$ cat config.mk
export PLATFORM = sky130hd
export DESIGN_NAME = mii_frame_regs
export DESIGN_NICKNAME = d
export VERILOG_FILES = /design/src/mii_frame_pkg.sv /design/src/mii_frame_regs.sv
export SDC_FILE = /design/constraint.sdc
export NUM_CORES = 1
export LEC_CHECK = 0
export BUFFER_PORTS_ARGS = -buffer_cell sky130_fd_sc_hd__buf_2
export CORE_AREA = 2 2 139 141
export CTS_BUF_LIST = sky130_fd_sc_hd__clkbuf_4 sky130_fd_sc_hd__clkbuf_8 sky130_fd_sc_hd__clkbuf_16
export DETAILED_ROUTE_END_ITERATION = 8
export DIE_AREA = 0 0 141 143
export PLACE_DENSITY = 0.65
export SETUP_SLACK_MARGIN = 0.05
export SLEW_MARGIN = 25
export SYNTH_ARGS = -nofsm -noshare
export SYNTH_HDL_FRONTEND = slang
export SYNTH_SLANG_ARGS = --single-unit
$ cat constraint.sdc
create_clock -name clk_mii -period 1.98 [get_ports clk_mii]
set_input_delay 0.099 -clock clk_mii [delete_from_list [all_inputs] [get_ports clk_mii]]
set_output_delay 0.099 -clock clk_mii [all_outputs]
set_load 0.1 [all_outputs]
$ cat src/mii_frame_pkg.sv
// Shared bus map, register indices and control word; assumes a 15-bit byte address and 64-bit words
package mii_frame_pkg;

   localparam int BUS_ADDR_W = 15;
   localparam int BUS_DATA_W = 64;

   // Region bases, decoded from the upper address bits only
   localparam logic [BUS_ADDR_W-1:0] RX_BUF_BASE = 15'h4000;   // Bit 14 set
   localparam logic [BUS_ADDR_W-1:0] TX_BUF_BASE = 15'h1000;   // Bits 14..12 = 001
   localparam logic [BUS_ADDR_W-1:0] REG_BASE    = 15'h0800;   // Bits 14..11 = 0001

   // Register word indices from address bits 6..3
   localparam logic [3:0] REG_MAC_LO   = 4'd0;
   localparam logic [3:0] REG_CTRL     = 4'd1;
   localparam logic [3:0] REG_TX_LEN   = 4'd2;
   localparam logic [3:0] REG_STATUS   = 4'd6;   // Read side of word 6
   localparam logic [3:0] REG_FIRSTBUF = 4'd6;   // Write side of word 6
   localparam logic [3:0] REG_RX_LEN   = 4'd8;   // Lengths occupy 8 to 15

   localparam logic [47:0] DEFAULT_MAC = 48'h230100890702;

   localparam int PREAMBLE_NIBBLES = 15;
   localparam logic [3:0] NIB_PRE = 4'h5;   // Preamble nibble
   localparam logic [3:0] NIB_SFD = 4'hD;   // Delimiter nibble

   typedef struct packed {
      logic [39:0] rsvd_hi;
      logic        irq_en;
      logic        promiscuous;
      logic [3:0]  rsvd_mid;
      logic        loopback;
      logic        rsvd_lo;
      logic [15:0] mac_hi;   // MAC bits 47..32
   } ctrl_fields_t;

   // Control register word, seen either as the raw bus word or as fields
   typedef union packed {
      logic [BUS_DATA_W-1:0] raw;
      ctrl_fields_t          f;
   } ctrl_word_u;

endpackage

$ cat src/mii_frame_regs.sv
// Register bank; word 6 status shows nextbuf only, and read data holds until the next read
module mii_frame_regs #(
   parameter int NUM_RX_BUF = 8,
   parameter int BUF_BYTES = 2048,
   localparam int PTR_W = $clog2(NUM_RX_BUF) + 1,
   localparam int LEN_W = $clog2(BUF_BYTES) + 1
) (
   input  logic                                clk_mii,
   input  logic                                rstn,
   input  logic                                i_bus_ce,
   input  logic                                i_bus_we,
   input  logic [mii_frame_pkg::BUS_ADDR_W-1:0] i_bus_addr,
   input  logic [mii_frame_pkg::BUS_DATA_W-1:0] i_bus_wdata,
   output logic [mii_frame_pkg::BUS_DATA_W-1:0] o_bus_rdata,
   input  logic                                i_tx_busy,
   input  logic [mii_frame_pkg::BUS_DATA_W-1:0] i_tx_buf_rdata,
   input  logic [mii_frame_pkg::BUS_DATA_W-1:0] i_rx_buf_rdata,
   input  logic                                i_rx_full,
   input  logic                                i_rx_avail,
   input  logic [PTR_W-1:0]                    i_rx_nextbuf,
   input  logic [LEN_W-1:0]                    i_rx_len,
   output logic [47:0]                         o_mac,
   output logic                                o_promiscuous,
   output logic                                o_loopback,
   output logic                                o_irq_en,
   output logic [PTR_W-1:0]                    o_firstbuf,
   output logic                                o_tx_start,
   output logic [LEN_W-1:0]                    o_tx_len
);
   import mii_frame_pkg::*;

   ctrl_word_u ctrl_wr;
   ctrl_word_u ctrl_rd;
   logic reg_sel;
   logic rd_q;   // Read issued last cycle
   logic [BUS_ADDR_W-1:0] addr_q;
   logic [BUS_DATA_W-1:0] rd_mux;
   logic [BUS_DATA_W-1:0] rdata_q;

   assign reg_sel = (i_bus_addr[14:11] == REG_BASE[14:11]);
   assign ctrl_wr.raw = i_bus_wdata;
   assign o_firstbuf = i_bus_wdata[PTR_W-1:0];   // Strobed into the ring by the top decode

   always_ff @(posedge clk_mii)
   begin
      if (!rstn)
      begin
         o_mac <= DEFAULT_MAC;
         o_promiscuous <= 1'b0;
         o_loopback <= 1'b0;
         o_irq_en <= 1'b0;
         o_tx_len <= '0;
         o_tx_start <= 1'b0;
         rd_q <= 1'b0;
      end
      else
      begin
         o_tx_start <= 1'b0;
         rd_q <= i_bus_ce & ~i_bus_we;
         if (i_bus_ce && i_bus_we && reg_sel)
         begin
            case (i_bus_addr[6:3])
               REG_MAC_LO: o_mac[31:0] <= i_bus_wdata[31:0];
               REG_CTRL:
               begin
                  o_irq_en <= ctrl_wr.f.irq_en;
                  o_promiscuous <= ctrl_wr.f.promiscuous;
                  o_loopback <= ctrl_wr.f.loopback;
                  o_mac[47:32] <= ctrl_wr.f.mac_hi;
               end
               REG_TX_LEN:
               begin
                  o_tx_len <= i_bus_wdata[LEN_W-1:0];
                  o_tx_start <= 1'b1;   // Framer drops it while busy
               end
               default: ;
            endcase
         end
      end
   end

   always_ff @(posedge clk_mii)
   begin
      if (i_bus_ce)
         addr_q <= i_bus_addr;
      if (rd_q)
         rdata_q <= rd_mux;   // Held for later cycles
   end

   always_comb
   begin
      ctrl_rd.raw = '0;
      ctrl_rd.f.irq_en = o_irq_en;
      ctrl_rd.f.promiscuous = o_promiscuous;
      ctrl_rd.f.loopback = o_loopback;
      ctrl_rd.f.mac_hi = o_mac[47:32];
      rd_mux = '0;
      if (addr_q[14] == RX_BUF_BASE[14])
         rd_mux = i_rx_buf_rdata;
      else if (addr_q[14:12] == TX_BUF_BASE[14:12])
         rd_mux = i_tx_buf_rdata;
      else if (addr_q[14:11] == REG_BASE[14:11])
      begin
         if (addr_q[6:3] >= REG_RX_LEN)
            rd_mux[LEN_W-1:0] = i_rx_len;   // Already selected by buffer index
         else
         begin
            case (addr_q[6:3])
               REG_MAC_LO: rd_mux[31:0] = o_mac[31:0];
               REG_CTRL:   rd_mux = ctrl_rd.raw;
               REG_TX_LEN:
               begin
                  rd_mux[31] = i_tx_busy;
                  rd_mux[LEN_W-1:0] = o_tx_len;
               end
               REG_STATUS:
               begin
                  rd_mux[PTR_W-1:0] = i_rx_nextbuf;
                  rd_mux[16] = i_rx_avail;
                  rd_mux[17] = i_rx_full;
               end
               default: ;
            endcase
         end
      end
   end

   assign o_bus_rdata = rd_q ? rd_mux : rdata_q;

endmodule

==> results_dict.tcl <==
set metrics [dict create \
    dp_slack_ns -0.1368 \
    synth_common_cells "dfxtp_1 (129), a21oi_1 (91), nand2_1 (89)" \
    vias 7234 \
    wire_per_inst_um 19.17 \
    grt_pass1_vias 7017 \
    synthesis.nets 969 \
    maxSlewHeadroom_pct 63.55 \
    io-pin-count 362 \
    violations "negative setup slack" \
    layout.nets 1375 \
    async_reset_ff_share_pct 0 \
    synth-seq-cells 137 \
    first_pass_iters 4 \
    cts_tree "yes" \
    clk_path_buf_depth 2 \
    slowest_stage "or4b_4" \
    critical_path_class "flip-flop to output pin" \
    yosysSeqAreaShare_pct 43.59 \
    period_minus_slack_ns 2.471 \
    powerDensity_nw_per_um2 888.0 \
    synth_top_area_cell "dfxtp_1" \
    num_rows 50 \
    tns_ns -22.18 \
    status "finished with violations" \
    path_clk_slew_ns 0.07 \
    critPathMaxStageDelay_ns 0.55 \
    cts_made_buffers 17 \
    critPathArrivalTime_ns 2.37 \
    finalCritPeriodShare_pct 124.8 \
    cp.required_ns 1.88 \
    design.die.area_um2 20160 \
    die_x_um 141 \
    finalHoldViolCount 0 \
    synth.distinct_cells 44 \
    cts.sinks 137 \
    synth_most_common_cell "dfxtp_1" \
    p_leak_nw 5.522 \
    stdcell_area_um2 12730 \
    cap_violations 0 \
    insertion_delay_ns 0.42 \
    globalplace.congestion 0.8531 \
    cp_cell_sequence "or4b_4 -> or2_1 -> buf_6 -> o221a_4 -> a21oi_4 -> buf_12" \
    die_h_um 143 \
    synthFlopType "dfxtp_1" \
    crit_fanout 6 \
    crit_path_start_kind "flip-flop" \
    fmaxAchievable_ghz 0.4047 \
    core_area_um2 18580 \
    worst-path-buf-inv 2 \
    ant_nets 0 \
    fin_ws_ns -0.4909 \
    hold_path.class "input port to flip-flop" \
    syn_area_um2 6475 \
    grt_max_degree 46 \
    synth-edff-count 8 \
    track_usage_pct 24.76 \
    grt_pass1_wl_mm 38.12 \
    start_util_pct 34.85 \
    root_buffer "clkbuf_16" \
    drive_above_1_share_pct 63.30 \
    antenna_found_initial 7 \
    ir_drop_mv 0.5566 \
    rsz0062_at_grt "yes" \
    drc 0 \
    viasPerCell 5.171 \
    dp_hpwl_mm 17.65 \
    cp_top_family "simple AND/OR/NAND/NOR gates" \
    slew_violations 0 \
    drt_iter0_drc 315 \
    skew_ns 0.01197 \
    yosysWarnings 0 \
    placed_cell_area_um2 10410 \
    critPathCaptureType "output pin" \
    syn_to_final_growth_pct 96.60 \
    cts_max_level 4 \
    overflow 0 \
    setup_viol 64 \
    routed_wl_mm 26.82 \
    avgSynthCellArea_um2 8.762 \
    syn-instance-count 739 \
    tightest_slew_ns 0.5315 \
    synth_area_leaders "dfxtp_1 (40%), a21oi_1 (7.0%), mux2i_1 (5.9%)" \
    yosysTopAreaCellShare_pct 39.88 \
    port_buffers 322 \
]
-- worst register-to-register path: stages, from the launching register on --
cell,delay [ns]
edfxtp_1,0.39
or4b_4,0.55
buf_6,0.15
nor3_4,0.16
buf_6,0.19
nand2_4,0.07
a31oi_4,0.20
buf_4,0.14
buf_4,0.09
-- final timing paths --
| kind | from | end | slack, ns | cells after the start |
|---|---|---|---|---|
| min reg2reg | o_mac[7] | o_mac[7] | 0.46 | 2 |
| max | addr_q[12] | o_bus_rdata[23] | -0.49 | 6 |
| max reg2reg | addr_q[12] | rdata_q[21] | 0 | 8 |
| min | i_rx_len[7] | rdata_q[7] | 0.02 | 3 |
-- report_power, final --
part / switching, mW / internal, mW / total [mW]
Clock: 1.43 / 1.68 / 3.11
Combinational: 3.15 / 1.92 / 5.06
Sequential: 0.0815 / 3.05 / 3.13
-- routing by layer --
| layer | GRT usage (%) | share of wire (%) |
|---|---|---|
| met1 | 29.02 | 41 |
| met2 | 43.57 | 50 |
| met3 | 6.070 | 6.1 |
| met4 | 9.947 | 3.0 |
| met5 | 0 | 0 |
-- cell type report --
| class | instances | area [um2] |
|---|---|---|
| Antenna cell | 7 | 17.52 |
| Clock buffer | 17 | 425.4 |
| Clock inverter | 15 | 150.1 |
| Fill cell | 1345 | 5851 |
| Inverter | 1 | 3.754 |
| Multi-Input combinational cell | 529 | 4836 |
| Sequential cell | 137 | 2873 |
| Tap cell | 234 | 292.8 |
| Timing Repair Buffer | 459 | 4131 |
-- layout by cell type, fill, tap and decap left out, types with 3 or more instances in the layout --
master and instances:
o21ai_2 30, buf_16 8, o221a_1 5, nor3b_2 11, o21ai_1 3, clkbuf_16 18
nand3_2 33, a22oi_1 4, buf_2 257, nor3b_1 8, a31oi_4 24, nand2_4 7
nor2_2 3, edfxtp_1 8, inv_8 6, diode_2 7, nor2_4 3, a21o_1 7
o2bb2ai_2 5, nand2_2 4, nand2_1 78, mux2i_1 37, nor2b_1 17, nand3_1 27
buf_12 76, inv_6 4, nor2_1 58, a22oi_2 3, nor3b_4 26, o22ai_1 7
a21oi_1 20, o2bb2ai_1 3, buf_4 62, buf_6 10, dfxtp_1 91, a21oi_4 38
dfxtp_2 37, a21oi_2 33, dlygate4sd3_1 42
-- registers in the layout, summed over array words and instances, names as in the netlist --
register	cells
o_promiscuous	1
o_irq_en	1
o_tx_start	1
rd_q	1
addr_q	8
rdata_q	64
o_loopback	1
o_tx_len	12
o_mac	48
-- cells by family (layout without fill, tap and decap cells) --
group	after synthesis	after routing	share of synthesized area [%]
AOI/OAI and AO/OA	191	191	18.76
muxes	39	39	6.048
buffers and inverters	73	492	5.797
other	0	7	0
and+or+nand+nor	299	299	25.80
DFF	137	137	43.59
-- what timing repair did --
action,CTS,global route
hold buffers,42,0
pin swaps,59,62
setup buffers,16,15
resized for setup,119,76
endpoints found under the setup margin,64,64
endpoints found under the hold margin,72,0
cloned,9,1
-- stage by stage --
| step | cells | hold slack (ns) | power [mW] | util, % |
|---|---|---|---|---|
| after floorplan | 739 | 0.1979 | 6.113 | - |
| after global placement | 1279 | 0.2953 | 7.684 | 56.01 |
| after detailed placement | 1279 | 0.2916 | 7.724 | 56.01 |
| after CTS | 1377 | 0.005330 | 11.19 | 65.70 |
| after global routing | 1398 | 0.01445 | 11.65 | 68.50 |
| final | 1399 | 0.02193 | 11.30 | 68.51 |
Note: power is estimated with default switching activity, not from simulation.
