===== config.mk =====
export PLATFORM = sky130hd
export DESIGN_NAME = mii_rx_deframer
export DESIGN_NICKNAME = d
export VERILOG_FILES = /design/src/mii_frame_pkg.sv /design/src/mii_rx_deframer.sv
export SDC_FILE = /design/constraint.sdc
export NUM_CORES = 1
export LEC_CHECK = 0
export BUFFER_PORTS_ARGS = -buffer_cell sky130_fd_sc_hd__buf_2
export CAP_MARGIN = 25
export CORE_MARGIN = 2
export CORE_UTILIZATION = 25
export DETAILED_ROUTE_END_ITERATION = 10
export SYNTH_ARGS = -nofsm -noshare
export SYNTH_HDL_FRONTEND = slang
export SYNTH_SLANG_ARGS = --single-unit

===== constraint.sdc =====
create_clock -name clk_mii -period 18.8 [get_ports clk_mii]
set_input_delay 4.7 -clock clk_mii [delete_from_list [all_inputs] [get_ports clk_mii]]
set_output_delay 4.7 -clock clk_mii [all_outputs]
set_load 0.01 [all_outputs]

===== src/mii_frame_pkg.sv =====
// Shared bus map, register indices and control word; assumes a 15-bit byte address and 64-bit words
package mii_frame_pkg;

   localparam int BUS_ADDR_W = 15;
   localparam int BUS_DATA_W = 64;

   // Region bases, decoded from the upper address bits only
   localparam logic [BUS_ADDR_W-1:0] RX_BUF_BASE = 15'h4000;   // Bit 14 set
   localparam logic [BUS_ADDR_W-1:0] TX_BUF_BASE = 15'h1000;   // Bits 14..12 = 001
   localparam logic [BUS_ADDR_W-1:0] REG_BASE    = 15'h0800;   // Bits 14..11 = 0001

   // Register word indices from address bits 6..3
   localparam logic [3:0] REG_MAC_LO   = 4'd0;
   localparam logic [3:0] REG_CTRL     = 4'd1;
   localparam logic [3:0] REG_TX_LEN   = 4'd2;
   localparam logic [3:0] REG_STATUS   = 4'd6;   // Read side of word 6
   localparam logic [3:0] REG_FIRSTBUF = 4'd6;   // Write side of word 6
   localparam logic [3:0] REG_RX_LEN   = 4'd8;   // Lengths occupy 8 to 15

   localparam logic [47:0] DEFAULT_MAC = 48'h230100890702;

   localparam int PREAMBLE_NIBBLES = 15;
   localparam logic [3:0] NIB_PRE = 4'h5;   // Preamble nibble
   localparam logic [3:0] NIB_SFD = 4'hD;   // Delimiter nibble

   typedef struct packed {
      logic [39:0] rsvd_hi;
      logic        irq_en;
      logic        promiscuous;
      logic [3:0]  rsvd_mid;
      logic        loopback;
      logic        rsvd_lo;
      logic [15:0] mac_hi;   // MAC bits 47..32
   } ctrl_fields_t;

   // Control register word, seen either as the raw bus word or as fields
   typedef union packed {
      logic [BUS_DATA_W-1:0] raw;
      ctrl_fields_t          f;
   } ctrl_word_u;

endpackage


===== src/mii_rx_deframer.sv =====
// MII receive deframer; any 5 nibble before D starts a frame and an errored frame reports zero bytes
module mii_rx_deframer #(
   parameter int BUF_BYTES = 2048,
   localparam int LEN_W = $clog2(BUF_BYTES) + 1
) (
   input  logic             clk_mii,
   input  logic             rstn,
   input  logic [3:0]       i_rxd,
   input  logic             i_rx_dv,
   input  logic             i_rx_er,
   output logic             o_byte_valid,
   output logic [7:0]       o_byte_data,
   output logic [LEN_W-1:0] o_byte_index,
   output logic             o_frame_end,
   output logic [LEN_W-1:0] o_frame_bytes,
   output logic [47:0]      o_dest_mac
);
   import mii_frame_pkg::*;

   logic dv_q;
   logic pre_seen;   // Last nibble was preamble
   logic in_data;
   logic hi_half;
   logic err;
   logic [3:0] low_nib;
   logic [LEN_W-1:0] byte_cnt;

   always_ff @(posedge clk_mii)
   begin
      if (!rstn)
      begin
         dv_q <= 1'b0;
         pre_seen <= 1'b0;
         in_data <= 1'b0;
         hi_half <= 1'b0;
         err <= 1'b0;
         byte_cnt <= '0;
         o_byte_valid <= 1'b0;
         o_frame_end <= 1'b0;
      end
      else
      begin
         dv_q <= i_rx_dv;
         o_byte_valid <= 1'b0;
         o_frame_end <= 1'b0;
         if (i_rx_dv && !in_data)
         begin
            pre_seen <= (i_rxd == NIB_PRE);
            if (pre_seen && i_rxd == NIB_SFD)
            begin
               in_data <= 1'b1;
               hi_half <= 1'b0;
               byte_cnt <= '0;
               err <= i_rx_er;
            end
         end
         else if (i_rx_dv)
         begin
            err <= err | i_rx_er;
            hi_half <= ~hi_half;
            if (!hi_half)
               low_nib <= i_rxd;
            else
            begin
               o_byte_valid <= 1'b1;
               o_byte_data <= {i_rxd, low_nib};
               o_byte_index <= byte_cnt;
               byte_cnt <= byte_cnt + 1'b1;
               if (byte_cnt < LEN_W'(6))
                  o_dest_mac <= {o_dest_mac[39:0], i_rxd, low_nib};   // First byte ends on top
            end
         end
         else
         begin
            pre_seen <= 1'b0;
            in_data <= 1'b0;
            if (dv_q)
            begin
               o_frame_end <= 1'b1;
               o_frame_bytes <= (err || !in_data) ? '0 : byte_cnt;   // No delimiter also counts as empty
            end
         end
      end
   end

endmodule


==> impl_results.md, run 1 <==
- NumNets Final: 303
- I/O Buffers: 89
- Mean Syn Cell Area: 17.7 um^2
- Synth cell types: 35
- Ys flop type: edfxtp_1
- Clk root buf: clkbuf_16
- Pre-CTS WS: 11.46 ns
- Synthesized Nets: 206
- Antenna-violating nets left: 0
- Top sig layer: met4
- Yosys reg bits: 103
- Worst EP required: 18.77 ns
- Worst Path Buf+Inv: 3
- DR iter-0 viols: 120
- Clk_lat worst skew: 0.34 ns
- Lkg Pwr: 1.59 nW
- Max-Cap Viols: 0
- Largest net degree at the start of global routing: 49
- TritonCTS clock tree: built
- Clock skew: 0.0100 ns
- Post-Syn Instances: 197
- Fin area: 4460 um^2
- Post-synth EDFFs: 84
- Max_slew headroom: 0.501
- CTS resizes: 0
- CTS clk-pin slew, worst paths: 0.06 ns
- WL met3: 494 um
- Critical Path AT: 6.65 ns
- Residual DRC: 0
- Detail Placement HPWL: 4.59 mm
- Family with the most delay on the worst path: simple AND/OR/NAND/NOR gates
- RSZ-0062 raised after global routing: no
- Gpl congestion: 0.750
- DR vias: 1,991
- Die Span Y: 122 um
- Tightest Pin Transition: 0.749 ns
- Kind of critical path: primary input to flip-flop
- Top cells by area, synth: edfxtp_1 (72%), dfxtp_1 (11%), and2_1 (2.3%), a21oi_1 (1.7%), o31ai_1 (1.1%)
- Cell Chain, Critical Path: buf_2 > and2_0 > and3_1 > buf_6 > nand3_1 > nor4_2 > buf_4
- Initial Utilization: 0.253
- Period utilisation layout: 0.355
- Post-Route M1 WL: 3.03 mm
- Max Fanout on Critical Path: 48
- CP max stage delay: 0.53 ns
- Yosys top cell area share: 0.724
- Area of the die: 14,900 um^2
- CTS H-Tree Depth: 3
- # IOs: 90
- Global Route Usage Sum: 0.0900
- Diode count: 0
- Core ar.: 13,800 um^2
- Vias in the first global route: 1,926
- Final Critical Period: 6.67 ns
- HP Class: flip-flop to flip-flop
- Clk sink count: 103
- GR Overflow Total: 0
- Via density: 4.16
- Cell Area, Synth: 3490 um^2
- First-pass DRT Iterations: 4
- Met2 wire len: 3.07 mm
- Fin. max-slew vios: 0
- Final wirelength: 6.73 mm
- Max Clk Rate: 150 MHz
- Antenna violations before repair: 0
- Top-count cell post-synth: edfxtp_1
- Cts hold-fix bufs: 0
- Seq/Total Area, Yosys: 0.833
- CP startpoint kind: primary input
- Post-CTS Setup Bufs: 0
- Setup Total Neg Slack: 0 ns
- Max IR drop VDD: 0.0426 mV
- Async S/R FF share, synth: 0
- Row cnt: 43
- DP Area: 4140 um^2
- Most frequent cells after synthesis: edfxtp_1 (84), dfxtp_1 (19), and2_1 (13)
- Final hold vios: 0
- Setup WS post-layout: 12.13 ns
- Yosys warnings: 0
- Status: finished clean
- Critical path endpoint category: flip-flop
- Setup-failing EPs final: 0
- Critical path's slowest cell: buf_4
- Layout cells sized above 1: 0.365
- First-pass GRT wire length: 10.0 mm
- Chip width: 122 um
- Cell taking the most area after synthesis: edfxtp_1
- Maximum clock path buffer count: 2
- Total CTS buffers: 9
- WL per Instance: 14.1 um
- Pwr/cell area: 96.2 nW/um^2
- Area growth, synth to finish: 27.8%
## flip-flops by register name, summed over array words and instances (netlist names)
register / flops
o_frame_end: 1
dv_q: 1
in_data: 1
o_frame_bytes: 12
o_byte_index: 12
err: 1
byte_cnt: 12
o_dest_mac: 48
o_byte_data: 8
hi_half: 1
pre_seen: 1
low_nib: 4
o_byte_valid: 1
## final timing paths
kind                      start  cells past startpoint              to  slack (ns)
setup / recovery        i_rx_dv                      7   o_dest_mac[8]       12.13
hold / removal    o_dest_mac[9]                      0  o_dest_mac[17]        0.45
setup reg to reg        in_data                      5   o_dest_mac[8]       16.42
hold reg to reg   o_dest_mac[9]                      0  o_dest_mac[17]        0.45
## cells in the final DEF, fill, tap and decap left out, types with 2 or more instances in the layout
master / instances
or3_1: 6
nand2_1: 5
and2_1: 13
nand3_1: 4
inv_1: 2
clkbuf_16: 9
dfxtp_1: 19
and3_1: 4
clkbuf_1: 3
o21ai_0: 5
or4_1: 5
nand4_1: 5
a21oi_1: 12
o31ai_1: 5
edfxtp_1: 84
buf_6: 2
inv_6: 2
nor2_1: 3
buf_2: 89
## metrics by stage
stage          hold WS [ns]  power [W]   util  instances
2_1_floorplan         0.406   0.000250      -        197
3_3_place_gp          0.428   0.000252  0.301        461
3_5_place_dp          0.434   0.000252  0.301        461
4_1_cts               0.451   0.000434  0.322        477
5_1_grt               0.460   0.000444  0.323        479
6_report              0.449   0.000429  0.323        479
## per-layer routing
metal / vias up / track usage
li1: 959 / -
met1: 958 / 0.113
met2: 63 / 0.135
met3: 11 / 0.0318
met4: 0 / 0.0496
met5: - / 0
## cells by family after synthesis
family / after synthesis / share of synthesized area
AND/OR/NAND/NOR: 54 / 0.0962
multiplexers: 1 / 0.00287
AO/OA/AOI/OAI: 30 / 0.0535
flip-flops: 103 / 0.833
buffers and inverters: 8 / 0.0111
adder cells (fa/ha/maj): 1 / 0.00359
## where the power goes
part | total, W | internal, W | switching [W]
Combinational | 0.00000362 | 0.00000124 | 0.00000238
Sequential | 0.000244 | 0.000244 | 0.000000108
Clock | 0.000181 | 0.000104 | 0.0000769
## layout make-up
class	count	area, um^2
well taps	180	225
inverters	2	7.51
multi-input cells	86	556
clock inverters	4	52.6
clock buffers	12	236
flip-flops and latches	103	2900
fillers	1382	9320
repair buffers	92	475
(Power assumes the default switching activity.)
==> inputs of run 2 (changes only) <==
--- a/config.mk
+++ b/config.mk
@@ -5,6 +5,7 @@
 export SDC_FILE = /design/constraint.sdc
 export NUM_CORES = 1
 export LEC_CHECK = 0
+export ABC_AREA = 1
 export BUFFER_PORTS_ARGS = -buffer_cell sky130_fd_sc_hd__buf_2
 export CAP_MARGIN = 25
 export CORE_MARGIN = 2
==> constraint.sdc (replaced) <==
create_clock -name clk_mii -period 5.3 [get_ports clk_mii]
set_input_delay 1.325 -clock clk_mii [delete_from_list [all_inputs] [get_ports clk_mii]]
set_output_delay 1.325 -clock clk_mii [all_outputs]
set_load 0.01 [all_outputs]
==> run 2 against run 1 <==
Critical path depth fell by 1. Worst hold slack got worse by 0.0038 ns. Synthesized area rose by 4.8%. First-iteration DRC count rose by 48%. Wire length rose by 14%. Power rose to 3.6 times the previous value. Sequential share of layout area fell by 2.8 points. Die area rose by 4.7%. Critical path type unchanged. Largest power group unchanged.
==> impl_results.md, run 2 <==
- Status: finished clean
- Clk_lat worst skew: 0.34 ns (about the same)
- Largest register FFs: 48 (unchanged)
- DR iter-0 viols: 177 (+48%)
- Pwr Total: 0.00155 W (+260%)
- DR vias: 2,271 (+14%)
- Top-count cell post-synth: edfxtp_1
- Pwr/cell area: 332 nW/um^2 (+250%)
- Multi-input logic area: 627 um^2 (+13%)
- Fin. max-slew vios: 0 (unchanged)
- Via density: 4.13 (-0.66%)
- Row cnt: 44 (+2.3%)
- Lkg Pwr: 1.77 nW (+12%)
- Tightest Pin Transition: 0.866 ns (+0.117 ns)
- Maximum clock path buffer count: 2 (unchanged)
- Final hold vios: 0 (unchanged)
- NumNets Final: 370 (+22%)
- Total CTS buffers: 9 (unchanged)
- CTS resizes: 0 (unchanged)
- Final wirelength: 7.66 mm (+14%)
- Period utilisation layout: 0.493
- Sequential Power Share: 0.561 (-0.008)
- First-pass GRT wire length: 11.5 mm (+15%)
- Fillers: 1,446 (+4.6%)
- Cell Area, Synth: 3650 um^2 (+4.8%)
- Fin area: 4650 um^2 (+4.5%)
- Max_slew headroom: 0.418 (-0.0825)
- TritonCTS clock tree: built
- Critical Path Source: i_rx_dv
- Post-CTS Setup Bufs: 0 (unchanged)
- Critical path endpoint category: flip-flop
- Yosys top cell area share: 0.690 (-0.0334)
- GR Overflow Total: 0 (unchanged)
- Area growth, synth to finish: 27.4%
- Pre-CTS WS: 2.34 ns (-9.12 ns)
- Max IR drop VDD: 0.113 mV (+170%)
- Most common cell after layout, fill and taps aside: buf_2
- Synth cell types: 22 (-37%)
- RSZ-0062 raised after global routing: no
- WL per Instance: 13.9 um (-0.85%)
- Reg with most FFs: o_dest_mac
- Initial Utilization: 0.253 (+0.000294)
- Kind of critical path: primary input to flip-flop
- Reg-to-Reg Start: hi_half
- Post-synth EDFFs: 84 (unchanged)
- Synthesized Nets: 269 (+31%)
- Largest net degree at the start of global routing: 49 (unchanged)
- Reg area: 2900 um^2 (unchanged)
- CP startpoint kind: primary input
- Detail Placement HPWL: 5.46 mm (+19%)
- Setup WS post-layout: 2.69 ns (-9.44 ns)
- Residual DRC: 0 (unchanged)
- Worst EP required: 5.27 ns (-13.50 ns)
- Power Internal: 0.00123 W (+250%)
- Die Span Y: 125 um (+2.3%)
- Max Clk Rate: 383 MHz
- Seq/Total Area, Yosys: 0.794 (-0.0385)
- Cts hold-fix bufs: 0 (unchanged)
- Mean Syn Cell Area: 14.1 um^2 (-21%)
- Diode count: 0 (unchanged)
- Switching share of total power: 0.205 (+0.0195)
- CTS H-Tree Depth: 3 (unchanged)
- Clk root buf: clkbuf_16
- I/O Buffers: 89 (unchanged)
- Area of the die: 15,600 um^2 (+4.7%)
- Max-Cap Viols: 0 (unchanged)
- Global Route Usage Sum: 0.0948 (+0.00476)
- Layout cells sized above 1: 0.358 (-0.00662)
- Chip width: 125 um (+2.3%)
- Cell taking the most area after synthesis: edfxtp_1
- HP Class: flip-flop to flip-flop
- Final Critical Period: 2.61 ns
- Clock power share: 0.428 (+0.006)
- First-pass DRT Iterations: 4 (unchanged)
- Gpl congestion: 0.772 (+3.0%)
- Top cells by area, synth: edfxtp_1 (69%), dfxtp_1 (10%), nand2_1 (4.0%), nor2_1 (3.1%), inv_1 (2.9%)
- Async S/R FF share, synth: 0 (unchanged)
- Reg2Reg Depth: 5 (unchanged)
- Vias in the first global route: 2,124 (+10%)
- Max Fanout on Critical Path: 48 (unchanged)
- Critical Path AT: 2.59 ns (-4.06 ns)
- Post-Syn Instances: 260 (+32%)
- Worst Hold Depth: 0 (unchanged)
- Yosys reg bits: 103 (unchanged)
- Clk sink count: 103 (unchanged)
- Setup Total Neg Slack: 0 ns (unchanged)
- Commonest non-fill, non-tap cells in the layout: buf_2 (89), edfxtp_1 (84), nand2_1 (39)
- CTS clk-pin slew, worst paths: 0.07 ns (about the same)
- Yosys warnings: 0 (unchanged)
- Comb pwr share: 0.011 (+0.003)
- Core ar.: 14,400 um^2 (+4.7%)
- Clock skew: 0.00888 ns (-0.00115 ns)
- Antenna violations before repair: 0 (unchanged)
- Setup-failing EPs final: 0 (unchanged)
- Ys flop type: edfxtp_1
- Hold path startpoint: o_dest_mac[35]
- Antenna-violating nets left: 0 (unchanged)
- # IOs: 90 (unchanged)
- Switch Pwr: 0.000317 W (+300%)
- DP Area: 4340 um^2 (+4.6%)
- Most frequent cells after synthesis: edfxtp_1 (84), nand2_1 (39), nor2_1 (30)
==> run 2: cell count changes in the layout (fill, tap and decap cells not counted), moves of 7 or more <==
cell     delta
nand3_1    +16
nor2_1     +27
and2_1     -13
nand2_1    +34
a21oi_1     -7
inv_1      +26
==> run 2: cell families (layout without fill, tap and decap cells) <==
group	count (synthesis)	in the layout	share of synthesized area
adders and majority gates	1	1	0.00342
buffers and inverters	33	139	0.0387
DFF	103	103	0.794
and+or+nand+nor	110	110	0.139
AOI/OAI and AO/OA	13	13	0.0250
==> run 2: power groups by stage <==
stage,clock network (W),logic [W],registers [W]
after floorplan,0,0.00000792,0.000887
after global placement,0,0.0000169,0.000887
after detailed placement,0,0.0000174,0.000887
after CTS,0.000683,0.0000174,0.000868
after global routing,0.000715,0.0000193,0.000868
final,0.000661,0.0000173,0.000868
==> run 2: layer usage <==
metal  part of all wire  GRT usage  up-vias  wire [um]
met5                  0          0        -          0
met4              0.011     0.0366        0         85
met3              0.062     0.0335        8        476
met2               0.50      0.158       71       3830
met1               0.43      0.113     1093       3270
li1                   -          -     1099          -
==> run 2: worst max-delay path: stages <==
cell and delay, ns:
buf_2 0.13, nand2_1 0.13, nor3_2 0.17, nand4_1 0.15, nor3_4 0.13, buf_4 0.51
==> run 2: final cells by class <==
cell class / count / area share
repair buffers: 92 / 0.101
well taps: 184 / 0.0495
clock buffers: 10 / 0.0538
inverters: 31 / 0.0250
multi-input cells: 124 / 0.135
clock inverters: 6 / 0.0129
flip-flops and latches: 103 / 0.624
==> run 2: metrics by stage <==
stage | utilization | std cells | hold slack [ns]
floorplan | - | 260 | 0.418
global placement | 0.301 | 533 | 0.427
detailed placement | 0.301 | 533 | 0.430
CTS | 0.322 | 549 | 0.443
global route | 0.323 | 550 | 0.453
finish | 0.323 | 550 | 0.445
==> run 2: path summary, 6_finish.rpt <==
kind / to / slack [ns]
setup / recovery: o_dest_mac[23] / 2.69
hold / removal: o_dest_mac[43] / 0.44
setup reg to reg: o_dest_mac[23] / 3.36
hold reg to reg: o_dest_mac[43] / 0.44
==> inputs of run 3 (changes only) <==
--- a/config.mk
+++ b/config.mk
@@ -5,7 +5,7 @@
 export SDC_FILE = /design/constraint.sdc
 export NUM_CORES = 1
 export LEC_CHECK = 0
-export ABC_AREA = 1
+export ABC_AREA = 0
 export BUFFER_PORTS_ARGS = -buffer_cell sky130_fd_sc_hd__buf_2
 export CAP_MARGIN = 25
 export CORE_MARGIN = 2
==> constraint.sdc (replaced) <==
create_clock -name clk_mii -period 2.5 [get_ports clk_mii]
set_input_delay 0.625 -clock clk_mii [delete_from_list [all_inputs] [get_ports clk_mii]]
set_output_delay 0.625 -clock clk_mii [all_outputs]
set_load 0.01 [all_outputs]
==> run 3 against run 2 <==
Global-route usage fell by 0.31 points. Combinational power rose by 55%. Critical path depth did not move. Utilization rose by 0.25 points. Worst hold slack improved by 0.0023 ns. Final cell count fell by 13%. Sequential power rose by 110%.
==> impl_results.md, run 3 (synthesis results as in run 1) <==
- Clk root buf: clkbuf_16
- Max-Cap Viols: 0 (unchanged)
- Critical path endpoint category: flip-flop
- Diode count: 0 (unchanged)
- Core ar.: 13,800 um^2 (-4.5%)
- Clock power share: 0.424 (-0.004)
- Global Route Usage Sum: 0.0917 (-0.00312)
- Sequential Power Share: 0.568 (+0.007)
- Die Span Y: 122 um (-2.3%)
- Top sig layer: met4
- Post-Place Cells: 463 (-13%)
- Hold path startpoint: o_dest_mac[25]
- Pwr/cell area: 721 nW/um^2 (+120%)
- GR Overflow Total: 0 (unchanged)
- Reg2Reg Depth: 4 (-1)
- CTS H-Tree Depth: 3 (unchanged)
- Period utilisation layout: 0.783
- Clk sink count: 103 (unchanged)
- Area growth, synth to finish: 28.5%
- Commonest non-fill, non-tap cells in the layout: buf_2 (89), edfxtp_1 (84), dfxtp_1 (19)
- Maximum clock path buffer count: 2 (unchanged)
- Reg with most FFs: o_dest_mac
- Tightest Pin Transition: 0.748 ns (-0.118 ns)
- Gpl congestion: 0.732 (-5.2%)
- Antenna violations before repair: 0 (unchanged)
- RSZ-0062 raised after global routing: no
- Clock skew: 0.00840 ns (-0.000476 ns)
- Critical Path AT: 1.98 ns (-0.61 ns)
- I/O Buffers: 89 (unchanged)
- Kind of critical path: primary input to flip-flop
- Fin. max-slew vios: 0 (unchanged)
- First-pass DRT Iterations: 4 (unchanged)
- HP Class: flip-flop to flip-flop
- Final hold vios: 0 (unchanged)
- Chip width: 122 um (-2.3%)
- Family with the most delay on the worst path: simple AND/OR/NAND/NOR gates
- Max Clk Rate: 511 MHz
- Critical Path Source: i_rx_dv
- Power Internal: 0.00262 W (+110%)
- CP max stage delay: 0.29 ns (-0.22 ns)
- Detail Placement HPWL: 4.77 mm (-13%)
- CTS resizes: 0 (unchanged)
- Cts hold-fix bufs: 0 (unchanged)
- Max_slew headroom: 0.501 (+0.0834)
- Fillers: 1,382 (-4.4%)
- CTS clk-pin slew, worst paths: 0.06 ns (about the same)
- WL met3: 603 um (+27%)
- Lkg Pwr: 1.58 nW (-11%)
- Area of the die: 14,900 um^2 (-4.5%)
- DR iter-0 viols: 142 (-20%)
- Status: finished clean
- Total CTS buffers: 9 (unchanged)
- Switching share of total power: 0.189 (-0.0158)
- Comb pwr share: 0.008 (-0.003)
- Max Fanout on Critical Path: 48 (unchanged)
- Antenna-violating nets left: 0 (unchanged)
- Vias in the first global route: 1,915 (-9.8%)
- Worst Hold Depth: 0 (unchanged)
- Final wirelength: 6.90 mm (-10%)
- Worst EP required: 2.52 ns (-2.75 ns)
- Largest net degree at the start of global routing: 49 (unchanged)
- Initial Utilization: 0.253 (-0.000294)
- Critical path's slowest cell: and2_0
- Final Critical Period: 1.96 ns
- Met2 wire len: 3.08 mm (-19%)
- Reg2Reg Capture Point: o_dest_mac[44]
- Reg area: 2900 um^2 (unchanged)
- Worst Path Buf+Inv: 2 (unchanged)
- Max IR drop VDD: 0.392 mV (+250%)
- # IOs: 90 (unchanged)
- Setup Total Neg Slack: 0 ns (unchanged)
- FF-to-FF setup slack: 0.62 ns (-2.74 ns)
- Clk_lat worst skew: 0.34 ns (about the same)
- NumNets Final: 303 (-18%)
- Via density: 4.23 (+2.4%)
- Post-Route M1 WL: 3.09 mm (-5.5%)
- Multi-input logic area: 574 um^2 (-8.4%)
- Hold path endpoint: o_dest_mac[33]
- Cell Chain, Critical Path: buf_2 > and2_0 > and3_4 > nand3_2 > nor4_4 > buf_12
- Final Instance Count excl. Fillers: 479 (-13%)
- Row cnt: 43 (-2.3%)
- Tightest hold margin: 0.447 ns (+0.00228 ns)
- Post-CTS Setup Bufs: 0 (unchanged)
- TritonCTS clock tree: built
- Switch Pwr: 0.000610 W (+93%)
- Setup-failing EPs final: 0 (unchanged)
- DR vias: 2,026 (-11%)
- Reg-to-Reg Start: byte_cnt[7]
- WL per Instance: 14.4 um (+3.3%)
- Layout cells sized above 1: 0.371 (+0.0133)
- Most common cell after layout, fill and taps aside: buf_2
- Largest register FFs: 48 (unchanged)
- CP startpoint kind: primary input
- Residual DRC: 0 (unchanged)
- First-pass GRT wire length: 10.4 mm (-9.6%)
==> run 3: power groups by stage <==
stage               registers, W  clock network (W)   logic, W
floorplan                0.00187                  0  0.0000106
global placement         0.00187                  0  0.0000261
detailed placement       0.00187                  0  0.0000272
CTS                      0.00183            0.00141  0.0000273
global route             0.00183            0.00148  0.0000295
finish                   0.00183            0.00137  0.0000268
==> run 3: per-layer routing <==
| metal | up-vias | GRT usage |
|---|---|---|
| met4 | 0 | 0.0388 |
| met5 | - | 0 |
| li1 | 964 | - |
| met1 | 972 | 0.115 |
| met2 | 79 | 0.142 |
| met3 | 11 | 0.0332 |
==> run 3: worst max-delay path by stage <==
stage                     cells after the start             end
after global placement                        6  o_dest_mac[41]
after global routing                          4     byte_cnt[8]
after CTS                                     6  o_dest_mac[43]
after floorplan                               5   o_dest_mac[0]
final                                         6  o_dest_mac[44]
after detailed placement                      6  o_dest_mac[46]
==> run 3: metrics by stage <==
stage	utilization	worst slack (ns)	instance area, um^2	total power (W)
after floorplan	-	-0.839	3510	0.00188
after global placement	0.304	0.269	4190	0.00190
after detailed placement	0.304	0.203	4190	0.00190
after CTS	0.325	0.576	4480	0.00327
after global routing	0.325	0.465	4480	0.00334
final	0.325	0.543	4480	0.00323
==> run 3: layout make-up <==
| type | count | area share |
|---|---|---|
| sequential | 103 | 0.648 |
| clock inverter | 5 | 0.0126 |
| clock buffer | 11 | 0.0520 |
| inverter | 2 | 0.00168 |
| multi-input combinational | 86 | 0.128 |
| tap | 180 | 0.0503 |
| timing repair buffer | 92 | 0.107 |
